**src/verilog/gpio_cfg_pkg.sv**
```systemverilog
package gpio_cfg_pkg;

   // ------------------------------------------------------------
   // interrupt type, bits 7:5 of a pin configuration byte
   // ------------------------------------------------------------
   // codes 5 to 7 are left unnamed and disable the pin interrupt
   typedef enum logic [2:0] {
      INT_LEVEL_HIGH = 3'd0,
      INT_LEVEL_LOW  = 3'd1,
      INT_RISE       = 3'd2,
      INT_FALL       = 3'd3,
      INT_BOTH       = 3'd4
   } int_type_e;

   // per-pin configuration byte, msb first
   typedef struct packed {
      int_type_e int_type;
      logic      unused;
      logic      int_en;
      logic      oe_en;
      logic      in_en;
      logic      out_en;
   } pin_cfg_t;

   // config byte in the low lane of a write word
   typedef struct packed {
      logic [23:0] pad;
      pin_cfg_t    cfg;
   } cfg_word_t;

   // one apb write word, seen as a bit mask or as a config word
   typedef union packed {
      logic [31:0] mask;
      cfg_word_t   cfg;
   } wdata_u;

endpackage

```
**src/verilog/gpio_regmap_pkg.sv**
```systemverilog
package gpio_regmap_pkg;

   // ------------------------------------------------------------
   // apb data path
   // ------------------------------------------------------------
   localparam int DATA_W = 32;
   localparam int ADDR_W = 8;

   // ------------------------------------------------------------
   // register addresses
   // ------------------------------------------------------------
   // config words sit below this, one word per pin
   localparam logic [ADDR_W-1:0] CFG_LIMIT  = 8'h80;

   // interrupt status, a write clears masked bits
   localparam logic [ADDR_W-1:0] INTR_ADDR  = 8'h80;
   localparam logic [ADDR_W-1:0] GPIN_ADDR  = 8'h90;
   localparam logic [ADDR_W-1:0] GPOUT_ADDR = 8'hA0;

endpackage

```
**src/verilog/gpio_apb_regs.sv**
```systemverilog
module gpio_apb_regs #(
   parameter int                io_num = 32,
   parameter logic [io_num-1:0] io_val = '0
) (
   input  logic                               PCLK,
   input  logic                               aresetn,
   input  logic                               psel_i,
   input  logic                               penable_i,
   input  logic                               pwrite_i,
   input  logic [gpio_regmap_pkg::ADDR_W-1:0] paddr_i,
   input  gpio_cfg_pkg::wdata_u               pwdata_i,
   output logic [gpio_regmap_pkg::DATA_W-1:0] prdata_o,
   input  logic [io_num-1:0]                  level_i,
   input  logic [io_num-1:0]                  intr_stat_i,
   output gpio_cfg_pkg::pin_cfg_t             cfg_o [io_num-1:0],
   output logic                               irq_clr_o,
   output logic [io_num-1:0]                  irq_clr_mask_o,
   output logic [io_num-1:0]                  gpio_out_o,
   output logic [io_num-1:0]                  gpio_oe_o
);

   logic                               wr_en;
   logic                               cfg_hit;
   logic [gpio_regmap_pkg::ADDR_W-3:0] pin_idx;
   gpio_cfg_pkg::pin_cfg_t             cfg_q [io_num-1:0];
   gpio_cfg_pkg::pin_cfg_t             cfg_rd;
   logic [io_num-1:0]                  gpout_q;
   logic [io_num-1:0]                  gpin;
   logic [io_num-1:0]                  out_en;
   logic [io_num-1:0]                  oe_en;
   logic [io_num-1:0]                  in_en;

   // ------------------------------------------------------------
   // write decode
   // ------------------------------------------------------------
   assign wr_en   = psel_i & penable_i & pwrite_i;
   assign cfg_hit = paddr_i < gpio_regmap_pkg::CFG_LIMIT;
   // word address selects the pin
   assign pin_idx = paddr_i[gpio_regmap_pkg::ADDR_W-1:2];

   assign irq_clr_o      = wr_en && (paddr_i == gpio_regmap_pkg::INTR_ADDR);
   assign irq_clr_mask_o = pwdata_i.mask[io_num-1:0];

   // config bytes, one per pin
   always_ff @(posedge PCLK or negedge aresetn)
   begin
      if (!aresetn)
      begin
         for (int i = 0; i < io_num; i++)
            cfg_q[i] <= '0;
      end
      else if (wr_en && cfg_hit)
      begin
         for (int i = 0; i < io_num; i++)
            if (pin_idx == i)
               cfg_q[i] <= pwdata_i.cfg.cfg;
      end
   end

   // output register
   always_ff @(posedge PCLK or negedge aresetn)
   begin
      if (!aresetn)
         gpout_q <= io_val;
      else if (wr_en && (paddr_i == gpio_regmap_pkg::GPOUT_ADDR))
         gpout_q <= pwdata_i.mask[io_num-1:0];
   end

   assign cfg_o = cfg_q;

   // ------------------------------------------------------------
   // pin drive and input gating
   // ------------------------------------------------------------
   always_comb
   begin
      for (int i = 0; i < io_num; i++)
      begin
         out_en[i] = cfg_q[i].out_en;
         oe_en[i]  = cfg_q[i].oe_en;
         in_en[i]  = cfg_q[i].in_en;
      end
   end

   assign gpio_out_o = gpout_q & out_en;
   // drive only where the output register is enabled too
   assign gpio_oe_o  = oe_en & out_en;
   assign gpin       = level_i & in_en;

   // ------------------------------------------------------------
   // read mux
   // ------------------------------------------------------------
   // pins at or beyond io_num read as zero
   always_comb
   begin
      cfg_rd = '0;
      for (int i = 0; i < io_num; i++)
         if (pin_idx == i)
            cfg_rd = cfg_q[i];
   end

   always_comb
   begin
      prdata_o = '0;
      if (cfg_hit)
         prdata_o[7:0] = cfg_rd;
      else if (paddr_i == gpio_regmap_pkg::INTR_ADDR)
         prdata_o[io_num-1:0] = intr_stat_i;
      else if (paddr_i == gpio_regmap_pkg::GPIN_ADDR)
         prdata_o[io_num-1:0] = gpin;
      else if (paddr_i == gpio_regmap_pkg::GPOUT_ADDR)
         prdata_o[io_num-1:0] = gpout_q;
   end

endmodule

```
**src/verilog/gpio_in_sync.sv**
```systemverilog
module gpio_in_sync #(
   parameter int io_num = 32
) (
   input  logic              PCLK,
   input  logic              aresetn,
   input  logic [io_num-1:0] gpio_i,
   output logic [io_num-1:0] level_o,
   output logic [io_num-1:0] rise_o,
   output logic [io_num-1:0] fall_o
);

   logic [io_num-1:0] sync1;
   logic [io_num-1:0] sync2;
   logic [io_num-1:0] sync3;

   // two-flop synchroniser then one delay stage
   always_ff @(posedge PCLK or negedge aresetn)
   begin
      if (!aresetn)
      begin
         sync1 <= '0;
         sync2 <= '0;
         sync3 <= '0;
      end
      else
      begin
         sync1 <= gpio_i;
         sync2 <= sync1;
         sync3 <= sync2;
      end
   end

   assign level_o = sync3;

   // edge seen between stage two and stage three,
   // so a latch fed from these sets together with level_o
   assign rise_o = sync2 & ~sync3;
   assign fall_o = ~sync2 & sync3;

endmodule

```
**src/verilog/gpio_irq.sv**
```systemverilog
module gpio_irq #(
   parameter int io_num = 32
) (
   input  logic                   PCLK,
   input  logic                   aresetn,
   input  gpio_cfg_pkg::pin_cfg_t cfg_i [io_num-1:0],
   input  logic [io_num-1:0]      level_i,
   input  logic [io_num-1:0]      rise_i,
   input  logic [io_num-1:0]      fall_i,
   input  logic                   irq_clr_i,
   input  logic [io_num-1:0]      irq_clr_mask_i,
   output logic [io_num-1:0]      int_o,
   output logic                   int_or_o,
   output logic [io_num-1:0]      intr_stat_o
);

   logic [io_num-1:0] int_en;
   logic [io_num-1:0] int_sel;
   logic [io_num-1:0] clr;
   logic [io_num-1:0] edge_pos;
   logic [io_num-1:0] edge_neg;
   logic [io_num-1:0] edge_both;

   // bits cleared by this cycle's write to the interrupt register
   assign clr = {io_num{irq_clr_i}} & irq_clr_mask_i;

   // ------------------------------------------------------------
   // sticky edge latches
   // ------------------------------------------------------------
   // held at zero while the pin interrupt is off;
   // a new edge wins over a clear in the same cycle
   always_ff @(posedge PCLK or negedge aresetn)
   begin
      if (!aresetn)
      begin
         edge_pos  <= '0;
         edge_neg  <= '0;
         edge_both <= '0;
      end
      else
      begin
         edge_pos  <= int_en & (rise_i | (edge_pos & ~clr));
         edge_neg  <= int_en & (fall_i | (edge_neg & ~clr));
         edge_both <= int_en & (rise_i | fall_i | (edge_both & ~clr));
      end
   end

   // ------------------------------------------------------------
   // type select per pin
   // ------------------------------------------------------------
   always_comb
   begin
      for (int i = 0; i < io_num; i++)
      begin
         int_en[i] = cfg_i[i].int_en;
         case (cfg_i[i].int_type)
            gpio_cfg_pkg::INT_LEVEL_HIGH: int_sel[i] = level_i[i];
            gpio_cfg_pkg::INT_LEVEL_LOW:  int_sel[i] = ~level_i[i];
            gpio_cfg_pkg::INT_RISE:       int_sel[i] = edge_pos[i];
            gpio_cfg_pkg::INT_FALL:       int_sel[i] = edge_neg[i];
            gpio_cfg_pkg::INT_BOTH:       int_sel[i] = edge_both[i];
            // codes 5 to 7
            default:                      int_sel[i] = 1'b0;
         endcase
      end
   end

   assign int_o    = int_sel & int_en;
   assign int_or_o = |int_o;

   // status register, one cycle behind int_o
   always_ff @(posedge PCLK or negedge aresetn)
   begin
      if (!aresetn)
         intr_stat_o <= '0;
      else
         intr_stat_o <= int_o & ~clr;
   end

endmodule

```
**src/verilog/gpio_top.sv**
```systemverilog
module gpio_top #(
   parameter int                io_num = 32,
   parameter logic [io_num-1:0] io_val = '0
) (
   input  logic                               PCLK,
   input  logic                               aresetn,
   input  logic                               PSEL,
   input  logic                               PENABLE,
   input  logic                               PWRITE,
   input  logic [gpio_regmap_pkg::ADDR_W-1:0] PADDR,
   input  logic [gpio_regmap_pkg::DATA_W-1:0] PWDATA,
   output logic [gpio_regmap_pkg::DATA_W-1:0] PRDATA,
   output logic                               PREADY,
   output logic                               PSLVERR,
   output logic [io_num-1:0]                  INT,
   output logic                               INT_OR,
   input  logic [io_num-1:0]                  GPIO_IN,
   output logic [io_num-1:0]                  GPIO_OUT,
   output logic [io_num-1:0]                  GPIO_OE
);

   logic [io_num-1:0]      level;
   logic [io_num-1:0]      rise;
   logic [io_num-1:0]      fall;
   gpio_cfg_pkg::pin_cfg_t cfg [io_num-1:0];
   logic                   irq_clr;
   logic [io_num-1:0]      irq_clr_mask;
   logic [io_num-1:0]      intr_stat;

   // no wait states, no error response
   assign PREADY  = 1'b1;
   assign PSLVERR = 1'b0;

   // ------------------------------------------------------------
   // input side
   // ------------------------------------------------------------
   gpio_in_sync #(
      .io_num (io_num)
   ) in_sync_inst (
      .PCLK    (PCLK),
      .aresetn (aresetn),
      .gpio_i  (GPIO_IN),
      .level_o (level),
      .rise_o  (rise),
      .fall_o  (fall)
   );

   // ------------------------------------------------------------
   // interrupt logic
   // ------------------------------------------------------------
   gpio_irq #(
      .io_num (io_num)
   ) irq_inst (
      .PCLK           (PCLK),
      .aresetn        (aresetn),
      .cfg_i          (cfg),
      .level_i        (level),
      .rise_i         (rise),
      .fall_i         (fall),
      .irq_clr_i      (irq_clr),
      .irq_clr_mask_i (irq_clr_mask),
      .int_o          (INT),
      .int_or_o       (INT_OR),
      .intr_stat_o    (intr_stat)
   );

   // ------------------------------------------------------------
   // register file and pin drive
   // ------------------------------------------------------------
   gpio_apb_regs #(
      .io_num (io_num),
      .io_val (io_val)
   ) apb_regs_inst (
      .PCLK           (PCLK),
      .aresetn        (aresetn),
      .psel_i         (PSEL),
      .penable_i      (PENABLE),
      .pwrite_i       (PWRITE),
      .paddr_i        (PADDR),
      .pwdata_i       (PWDATA),
      .prdata_o       (PRDATA),
      .level_i        (level),
      .intr_stat_i    (intr_stat),
      .cfg_o          (cfg),
      .irq_clr_o      (irq_clr),
      .irq_clr_mask_o (irq_clr_mask),
      .gpio_out_o     (GPIO_OUT),
      .gpio_oe_o      (GPIO_OE)
   );

endmodule
```
**config.mk**
```make
export PLATFORM = sky130hd
export DESIGN_NAME = gpio_top
export DESIGN_NICKNAME = d
export VERILOG_FILES = /design/src/verilog/gpio_cfg_pkg.sv /design/src/verilog/gpio_regmap_pkg.sv /design/src/verilog/gpio_apb_regs.sv /design/src/verilog/gpio_in_sync.sv /design/src/verilog/gpio_irq.sv /design/src/verilog/gpio_top.sv
export SDC_FILE = /design/constraint.sdc
export NUM_CORES = 1
export LEC_CHECK = 0
export BUFFER_PORTS_ARGS = -buffer_cell sky130_fd_sc_hd__buf_2
export CORE_MARGIN = 2
export CORE_UTILIZATION = 52
export CTS_BUF_LIST = sky130_fd_sc_hd__clkbuf_4 sky130_fd_sc_hd__clkbuf_8
export DETAILED_ROUTE_END_ITERATION = 12
export GPL_ROUTABILITY_DRIVEN = 0
export PLACE_DENSITY = 0.74
export SLEW_MARGIN = 25
export SYNTH_ARGS = -nofsm -noshare
export SYNTH_HDL_FRONTEND = slang
export SYNTH_HIERARCHICAL = 1
export SYNTH_SLANG_ARGS = --single-unit
export TNS_END_PERCENT = 5
```
**constraint.sdc**
```tcl
create_clock -name PCLK -period 2.4 [get_ports PCLK]
set_clock_uncertainty 0.15 [all_clocks]
set_input_delay 0.48 -clock PCLK [delete_from_list [all_inputs] [get_ports PCLK]]
set_output_delay 0.48 -clock PCLK [all_outputs]
set_load 0.1 [all_outputs]
```
==> results.cfg, run 1 <==
[route]
first_iter_violations = 1873
vias = 20400
drtPass1Iterations = 7
routed_via_density = 5.97
post_drt_wl_per_cell_um = 23.9
ant_nets = 0
drc = 0
wl_um = 81500

[cts]
cts.sinks = 512
path_clk_slew_ns = 0.06
insertion_delay_ns = 0.69
clock-root-buffer = clkbuf_8
cts-buffers-inserted = 88
cts_max_level = 3
clockBufferDepth = 3
cts_tree = built

[logic_synthesis]
synth_nets = 2126
synth_warnings = 6
seq_area_frac_synth_pct = 52.2
synth_edf_count = 0
synth_ff_type = dfrtp_1
synth_top_cell_area_share_pct = 52.2
async_flop_share_pct = 100
yosys.area.top_type = dfrtp_1
synth.area.top_cells = dfrtp_1 (52%), mux2_2 (14%), mux2i_1 (4.9%), a21oi_1 (2.7%), nor2b_1 (2.6%)
synth_cell_type_count = 74
synthCells = 2049
synth-seq-cells = 512
syn_area_sq_um = 24500
syn_avg_cell_area_sq_um = 12.0

[die]
die_h_um = 221
die_x_um = 221
ios = 208
core_area_sq_um = 46600
rows = 79
dieArea_sq_um = 49000
initial_core_util_pct = 52.7

[placed_design]
dp.cells = 3191
io_buffers = 205
dp_hpwl_um = 57800
dpl_worst_slack_ns = -1.05

[power]
p_per_area_nw_per_um2 = 595
power_mw = 20.3
ir_worst_vdd_mv = 0.479
p_leak_nw = 16.2

[run_status]
failed_checks = setup timing
status = finished with violations

[global_routing]
grt_pass1_wl_um = 125000
track_usage_pct = 32.9
overflow = 0
grt_antenna_before_repair = 4
grt_pass1_vias = 21500
grt_max_degree = 83

[worst_setup_path]
crit_arrival_ns = 2.89
worst_setup_path_start_kind = register
critPathMaxFanout = 2
required_ns = 1.77
startpoint = apb_regs_inst/cfg_o[143]
critical_path_class = register to output pin
r2r_start = apb_regs_inst/cfg_o[239]
critPathCaptureType = output pin

[sta]
hold_viol = 0
rsz0062_at_grt = yes
finalSetupViolations = 66
layout_setup_ws_ns = -1.12
worstMarginPinSlew_ns = 0.746
final-max-slew-violation-count = 0
fmax_ghz = 0.284
finalCritPeriodShare_pct = 147
min_period_ns = 3.52
slew_headroom_pct = 50.2

[layout]
drive_gt1_share_pct = 50.6
area_growth_syn_to_layout_pct = 39.1
final_core_util_pct = 73.4
regArea_sq_um = 12800
multiInputGateArea_sq_um = 11600
final_nets = 2819
fill_cells = 2951
final_cell_count_no_fill = 3412

[worst_hold_path]
hp-class = input port to asynchronous set/reset pin

[job]
drv_cap = 0
## final cells by class
cell class                 count  share of cell area [%]
antenna                        1                 0.00733
clock buffer                 138                    5.01
clock inverter                14                   0.374
inverter                      52                   0.594
multi-input combinational   1358                    33.8
sequential                   512                    37.6
tap                          607                    2.22
timing repair buffer         730                    20.4
## registers in the layout (all words and copies together) (netlist names)
name / cells
apb_regs_inst/cfg_o: 256
irq_inst/intr_stat_o: 32
irq_inst/edge_neg: 32
irq_inst/edge_both: 32
apb_regs_inst/gpout_q: 32
in_sync_inst/sync2: 32
in_sync_inst/sync1: 32
irq_inst/edge_pos: 32
in_sync_inst/level_o: 32
## cells by family after synthesis
kind of cell | after synthesis | share of synthesized area, %
xor+xnor | 6 | 0.214
other cells | 2 | 0.0306
compound gates | 357 | 9.54
flops | 512 | 52.2
mux | 458 | 21.4
buf+inv | 179 | 3.70
simple gates | 535 | 12.9
## per-layer routing
metal | part of all wire (%) | track usage [%] | routed length, um | up-vias
met1 | 39 | 41.6 | 31600 | 10400
li1 | - | - | - | 8741
met3 | 8.2 | 7.91 | 6710 | 246
met2 | 49 | 53.7 | 39700 | 1002
met5 | 0.039 | 0 | 32 | -
met4 | 4.2 | 14.8 | 3430 | 4
## Yosys cell counts (4+ instances only)
library cell	number
a21oi_1	132
o22ai_1	18
a41oi_1	4
dfrtp_1	512
clkbuf_1	45
nand3_1	10
xnor2_1	5
o32ai_1	5
and2b_2	64
a211oi_1	35
a221oi_1	4
nor3b_1	13
nor4_1	7
o311ai_1	8
a311o_1	4
mux4_2	22
inv_1	52
buf_4	44
o221ai_1	9
a31oi_1	42
nor3_1	8
nand4_1	6
nand2_1	99
and2_1	69
mux2_2	315
nand2b_1	15
a21o_1	5
mux2i_1	119
o21ai_0	37
nor2_2	24
nor2_1	88
nor4b_1	10
o31ai_1	5
a22oi_1	14
nor2b_1	101
buf_2	32
buf_6	4
o211ai_1	4
## cell usage in the layout (no fill, tap or decap), types with 14 or more instances in the layout
| master | instances |
|---|---|
| buf_6 | 31 |
| nand2_1 | 97 |
| inv_1 | 41 |
| a31oi_1 | 33 |
| and2b_2 | 64 |
| o21ai_0 | 15 |
| nor2b_1 | 100 |
| nor2_2 | 37 |
| nor2_4 | 14 |
| a21oi_1 | 129 |
| nand2b_1 | 15 |
| nor2_1 | 61 |
| clkbuf_8 | 108 |
| dfrtp_1 | 493 |
| mux4_2 | 22 |
| mux2i_1 | 116 |
| and2_1 | 69 |
| clkbuf_4 | 41 |
| mux2_2 | 315 |
| a211oi_2 | 14 |
| buf_2 | 100 |
| a211oi_1 | 21 |
| o22ai_1 | 16 |
| dlygate4sd3_1 | 57 |
| o21ai_1 | 15 |
| buf_4 | 413 |
| dfrtp_2 | 19 |
| buf_12 | 114 |
## final timing paths
kind                       slack, ns  depth (start not counted)                       end
setup / recovery               -1.12                         10                    INT_OR
hold / removal                  0.14                          2    in_sync_inst/sync2[28]
setup reg to reg                0.58                          6  irq_inst/intr_stat_o[29]
hold reg to reg                 0.19                          0    in_sync_inst/sync2[15]
max in group asynchronous       1.11                          3   apb_regs_inst/cfg_o[78]
min in group PCLK               0.14                          2   irq_inst/intr_stat_o[0]
## critical path, cell delays in order, from the launching register on
cell      delay [ns]
dfrtp_1         0.37
mux2i_1         0.22
nor2_1          0.08
o311ai_2        0.31
buf_4           0.20
nand3_1         0.07
buf_4           0.18
nor4_2          0.31
buf_4           0.20
nand3_4         0.09
buf_12          0.19
## where the power goes
part	internal [mW]	switching, mW
Combinational	1.23	1.46
Sequential	8.98	0.333
Clock	4.71	3.60
## repair_timing
action,4_1_cts,5_1_grt
setup endpoints to repair,114,108
endpoints found under the hold margin,348,0
pin swaps,48,19
gates resized for setup,182,89
hold buffers,57,0
cloned,0,0
setup buffers,5,6
## metrics by stage
stage                     TNS (ns)  instance area [sq um]  hold WS, ns
after floorplan             -34.36                  24800       0.0344
after global placement     -118.79                  30700        0.183
after detailed placement   -127.55                  30700        0.185
after CTS                   -24.85                  33700       0.0709
after global routing        -28.91                  34100        0.144
final                       -25.21                  34100        0.136
No activity file was read; power rests on OpenSTA's default activity.
==> run 2: changes to the inputs <==
- CELL_PAD_IN_SITES_DETAIL_PLACEMENT: unset -> 0
- CELL_PAD_IN_SITES_GLOBAL_PLACEMENT: unset -> 2
- CORE_UTILIZATION: 52 -> 38
- PLACE_DENSITY: 0.74 -> unset
- PLACE_DENSITY_LB_ADDON: unset -> 0.1
- TNS_END_PERCENT: 5 -> 50
==> results.cfg, run 2 (synthesis gave the netlist of run 1 again) <==
[worst_setup_path]
cp_slowest_cell = dfrtp_2
crit_family = simple AND/OR/NAND/NOR gates
regToRegSetupSlack_ns = 0.67
startpoint = apb_regs_inst/cfg_o[109]
critPathMaxFanout = 5
r2r_end = irq_inst/intr_stat_o[13]
cp_slowest_stage_delay_ns = 0.42
critical_path_class = register to output pin
worst_setup_path_start_kind = register
r2r_cells = 7
critical_path_buf_inv_count = 3
crit_arrival_ns = 2.87
path_cells = mux2i_1 > nor3_1 > a31oi_1 > buf_4 > nand4_1 > nor4_4 > buf_4 > nand3_4 > buf_12
r2r_start = apb_regs_inst/cfg_o[109]
critPathCaptureType = output pin
crit_cells = 9
cp_common_cell = buf_4
required_ns = 1.77
cp-endpoint = INT_OR

[route]
ant_nets = 0
post_drt_wl_per_cell_um = 22.6
drtPass1Iterations = 5
routed_via_density = 5.18
wl_um = 84800
drc = 0
first_iter_violations = 1166
vias = 19400

[placed_design]
place_area_sq_um = 31300
dp_hpwl_um = 63000
dp.cells = 3463
dpl_worst_slack_ns = -1.11
io_buffers = 205

[layout]
final_nets = 2895
final_area_sq_um = 35800
final_cell_mix = dfrtp_1 (489), buf_4 (464), mux2_2 (314)
layout_commonest_cell = dfrtp_1
multiInputGateArea_sq_um = 11800
area_growth_syn_to_layout_pct = 45.9
largest_reg_flops = 256
drive_gt1_share_pct = 53.2
final_cell_count_no_fill = 3747
regArea_sq_um = 12800
fill_cells = 5472

[cts]
clockBufferDepth = 3
insertion_delay_ns = 0.68
clock-root-buffer = clkbuf_8
path_clk_slew_ns = 0.05
cts-buffers-inserted = 92
cts.sinks = 512
cts_tree = built
cts_max_level = 3

[worst_hold_path]
min_from = PWDATA[7]
hp-class = input port to register

[sta]
worstMarginPinSlew_ns = 0.552
final-max-slew-violation-count = 0
finalSetupViolations = 65
finalCritPeriodShare_pct = 146
hold_viol = 0
slew_headroom_pct = 63.2
min_period_ns = 3.50
layout_setup_ws_ns = -1.10
rsz0062_at_grt = yes
fmax_ghz = 0.286

[global_routing]
overflow = 0
track_usage_pct = 25.6
grt_pass1_wl_um = 128000
grt_pass1_vias = 20600
grt_antenna_before_repair = 2
grt_max_degree = 70

[die]
die_x_um = 258
rows = 93
initial_core_util_pct = 38.3
die_h_um = 258
ios = 208
dieArea_sq_um = 66600
core_area_sq_um = 64100

[run_status]
failed_checks = setup timing
status = finished with violations

[power]
p_per_area_nw_per_um2 = 588
ir_worst_vdd_mv = 0.555
p_leak_nw = 16.7
power_mw = 21.1

[job]
drv_cap = 0
-- run 2: changes by cell type in the layout (fill, tap and decap cells not counted), moves of 11 or more --
cell	previous run	this run
nor2_4	14	25
buf_6	31	65
buf_4	413	464
a211oi_2	14	1
inv_1	41	24
nor2_2	37	25
clkbuf_8	108	131
inv_4	3	21
buf_2	100	79
clkbuf_4	41	27
a211oi_1	21	34
-- run 2: worst min path at each step --
stage | cells past startpoint | to | slack (ns)
global placement | 0 | in_sync_inst/sync2[28] | 0.18
global route | 2 | apb_regs_inst/cfg_o[31] | 0.04
floorplan | 0 | apb_regs_inst/cfg_o[0] | 0.03
finish | 2 | apb_regs_inst/cfg_o[31] | 0.06
detailed placement | 0 | in_sync_inst/sync2[28] | 0.19
CTS | 2 | apb_regs_inst/cfg_o[31] | 0.02
-- run 2: report_power, final --
part / switching [mW] / internal, mW
sequential: 0.301 / 8.98
combinational: 1.52 / 1.35
clock: 3.79 / 5.12
total: 5.62 / 15.5
-- run 2: cell type report --
cell class | instances | area share, %
clock inverter | 14 | 0.203
clock buffer | 151 | 5.45
multi-input combinational | 1358 | 33.0
timing repair buffer | 802 | 21.8
inverter | 52 | 0.692
tap | 855 | 2.99
sequential | 512 | 35.8
antenna | 3 | 0.0210
-- run 2: repair_timing --
item,in CTS,in global routing
cloned,1,0
endpoints found under the hold margin,443,0
pin swaps,68,41
resized for setup,331,85
endpoints found under the setup margin,118,81
hold buffers,61,0
buffers inserted,54,31
-- run 2: layer usage --
layer / global-route usage, % / vias up / part of all wire [%] / wire length [um]
met3: 4.07 / 131 / 4.4 / 3740
met4: 7.40 / 2 / 2.8 / 2340
met5: 0 / - / 0.015 / 13
met1: 34.7 / 9899 / 45 / 37800
met2: 42.3 / 445 / 48 / 41000
li1: - / 8916 / - / -
-- run 2: stage by stage --
| stage | hold WS (ns) | TNS (ns) | utilization (%) |
|---|---|---|---|
| final | 0.0647 | -20.98 | 55.9 |
| after global routing | 0.0389 | -26.20 | 55.9 |
| after CTS | 0.0166 | -23.59 | 55.2 |
| after detailed placement | 0.186 | -111.99 | 48.8 |
| after global placement | 0.184 | -96.27 | 48.8 |
| after floorplan | 0.0344 | -10.50 | - |
==> run 3: changes to the inputs <==
- CORE_ASPECT_RATIO: unset -> 2
==> results.cfg, run 3 (synthesis gave the netlist of run 1 again) <==
[cts]
insertion_delay_ns = 0.73
clock-root-buffer = clkbuf_8
path_clk_slew_ns = 0.06
clockBufferDepth = 3
cts_max_level = 3
cts-buffers-inserted = 80
cts_tree = built
cts.sinks = 512

[route]
ant_nets = 0
first_iter_violations = 898
drtPass1Iterations = 5
vias = 19400
post_drt_wl_per_cell_um = 24.2
drc = 0
wl_um = 88400
routed_via_density = 5.31

[power]
ir_worst_vdd_mv = 0.524
p_per_area_nw_per_um2 = 562
p_leak_nw = 16.5
power_mw = 19.9

[worst_setup_path]
crit_family = compound AO/OA/AOI/OAI gates
critPathMaxFanout = 2
crit_cells = 7
r2r_start = apb_regs_inst/cfg_o[103]
crit_arrival_ns = 2.96
cp_slowest_stage_delay_ns = 0.49
worst_setup_path_start_kind = register
cp_slowest_cell = mux4_2
startpoint = apb_regs_inst/cfg_o[8]
path_cells = mux4_2 > nand2_1 > a22oi_2 > o41ai_4 > buf_4 > o211ai_1 > buf_6
cp-endpoint = PRDATA[0]
critPathCaptureType = output pin
critical_path_buf_inv_count = 2
r2r_cells = 6
critical_path_class = register to output pin
r2r_end = irq_inst/intr_stat_o[12]
required_ns = 1.77
regToRegSetupSlack_ns = 0.70

[layout]
final_area_sq_um = 35400
drive_gt1_share_pct = 53.1
final_nets = 2887
area_growth_syn_to_layout_pct = 44.1
final_core_util_pct = 55.3
final_cell_mix = dfrtp_1 (482), buf_4 (479), mux2_2 (313)
layout_commonest_cell = dfrtp_1
largest_reg_flops = 256

[run_status]
failed_checks = setup timing
status = finished with violations

[global_routing]
track_usage_pct = 27.0
grt_antenna_before_repair = 1
overflow = 0
grt_max_degree = 76
grt_pass1_wl_um = 133000
grt_pass1_vias = 21200

[worst_hold_path]
hold_path_depth = 4
hp-class = input port to register

[sta]
min_period_ns = 3.59
hold_viol = 0
finalSetupViolations = 65
slew_headroom_pct = 62.9
worstMarginPinSlew_ns = 0.554
rsz0062_at_grt = yes
finalCritPeriodShare_pct = 150
fmax_ghz = 0.279
layout_setup_ws_ns = -1.19
final-max-slew-violation-count = 0

[die]
rows = 131
dieArea_sq_um = 66800
core_area_sq_um = 63900
ios = 208
die_x_um = 184
initial_core_util_pct = 38.4
die_h_um = 363

[placed_design]
place_area_sq_um = 31300
io_buffers = 205
dp_hpwl_um = 66700

[job]
drv_cap = 0
==> run 3: cell types whose count changed in the layout (fill, tap and decap cells not counted), sizes merged <==
cell,previous run,this run
dlygate4sd3,61,58
clkinv,13,10
bufinv,0,1
buf,732,740
diode,3,1
inv,52,56
clkbuf,160,124
==> run 3: metrics by stage <==
step           worst slack, ns  TNS, ns  hold slack [ns]  cells
3_5_place_dp             -1.25  -118.97            0.185   3424
5_1_grt                  -1.24   -28.40           0.0672   3659
3_3_place_gp             -1.23  -112.88            0.182   3424
4_1_cts                  -1.24   -27.40          0.00101   3639
2_1_floorplan           -0.893   -10.50           0.0344   2049
6_report                 -1.19   -24.51           0.0599   3659
==> run 3: final cells by class <==
class / count / area [sq um]
timing repair buffer: 806 / 7770
clock buffer: 116 / 1500
tap: 798 / 998
multi-input combinational: 1358 / 11900
sequential: 512 / 12800
fill: 5610 / 28500
clock inverter: 16 / 125
inverter: 52 / 253
antenna: 1 / 2.50
==> run 3: power breakdown <==
group          switching, mW  internal [mW]
clock                   3.58           4.12
sequential             0.301           8.98
combinational           1.56           1.35
==> run 3: metal layers <==
layer / vias up / global-route usage [%] / share of wire [%]
met5: - / 0 / 0
met4: 0 / 13.1 / 5.1
met3: 163 / 3.29 / 3.4
met2: 486 / 49.6 / 53
met1: 9915 / 30.5 / 38
li1: 8870 / - / -
==> run 3: timing repair <==
action | CTS | global route
hold buffers | 58 | 0
gates resized for setup | 336 | 93
endpoints found under the hold margin | 442 | 0
pin swaps | 74 | 53
setup endpoints to repair | 120 | 73
cloned | 2 | 0
setup buffers | 44 | 29
==> run 3: how the worst min path moves through the flow <==
| stage | to | startpoint | slack, ns |
|---|---|---|---|
| 3_5_place_dp | in_sync_inst/sync2[28] | in_sync_inst/sync1[28] | 0.18 |
| 6_report | irq_inst/edge_pos[4] | PWDATA[4] | 0.06 |
| 2_1_floorplan | apb_regs_inst/cfg_o[0] | aresetn | 0.03 |
| 3_3_place_gp | in_sync_inst/sync2[16] | in_sync_inst/sync1[16] | 0.18 |
| 5_1_grt | apb_regs_inst/cfg_o[235] | PWDATA[3] | 0.07 |
| 4_1_cts | irq_inst/edge_pos[4] | PWDATA[4] | 0.001 |
==> run 3: tightest hold or removal path, cell delays in order <==
cell and delay (ns):
buf_2 0.09, nand2_1 0.09, a21oi_1 0.16, nor2b_1 0.06
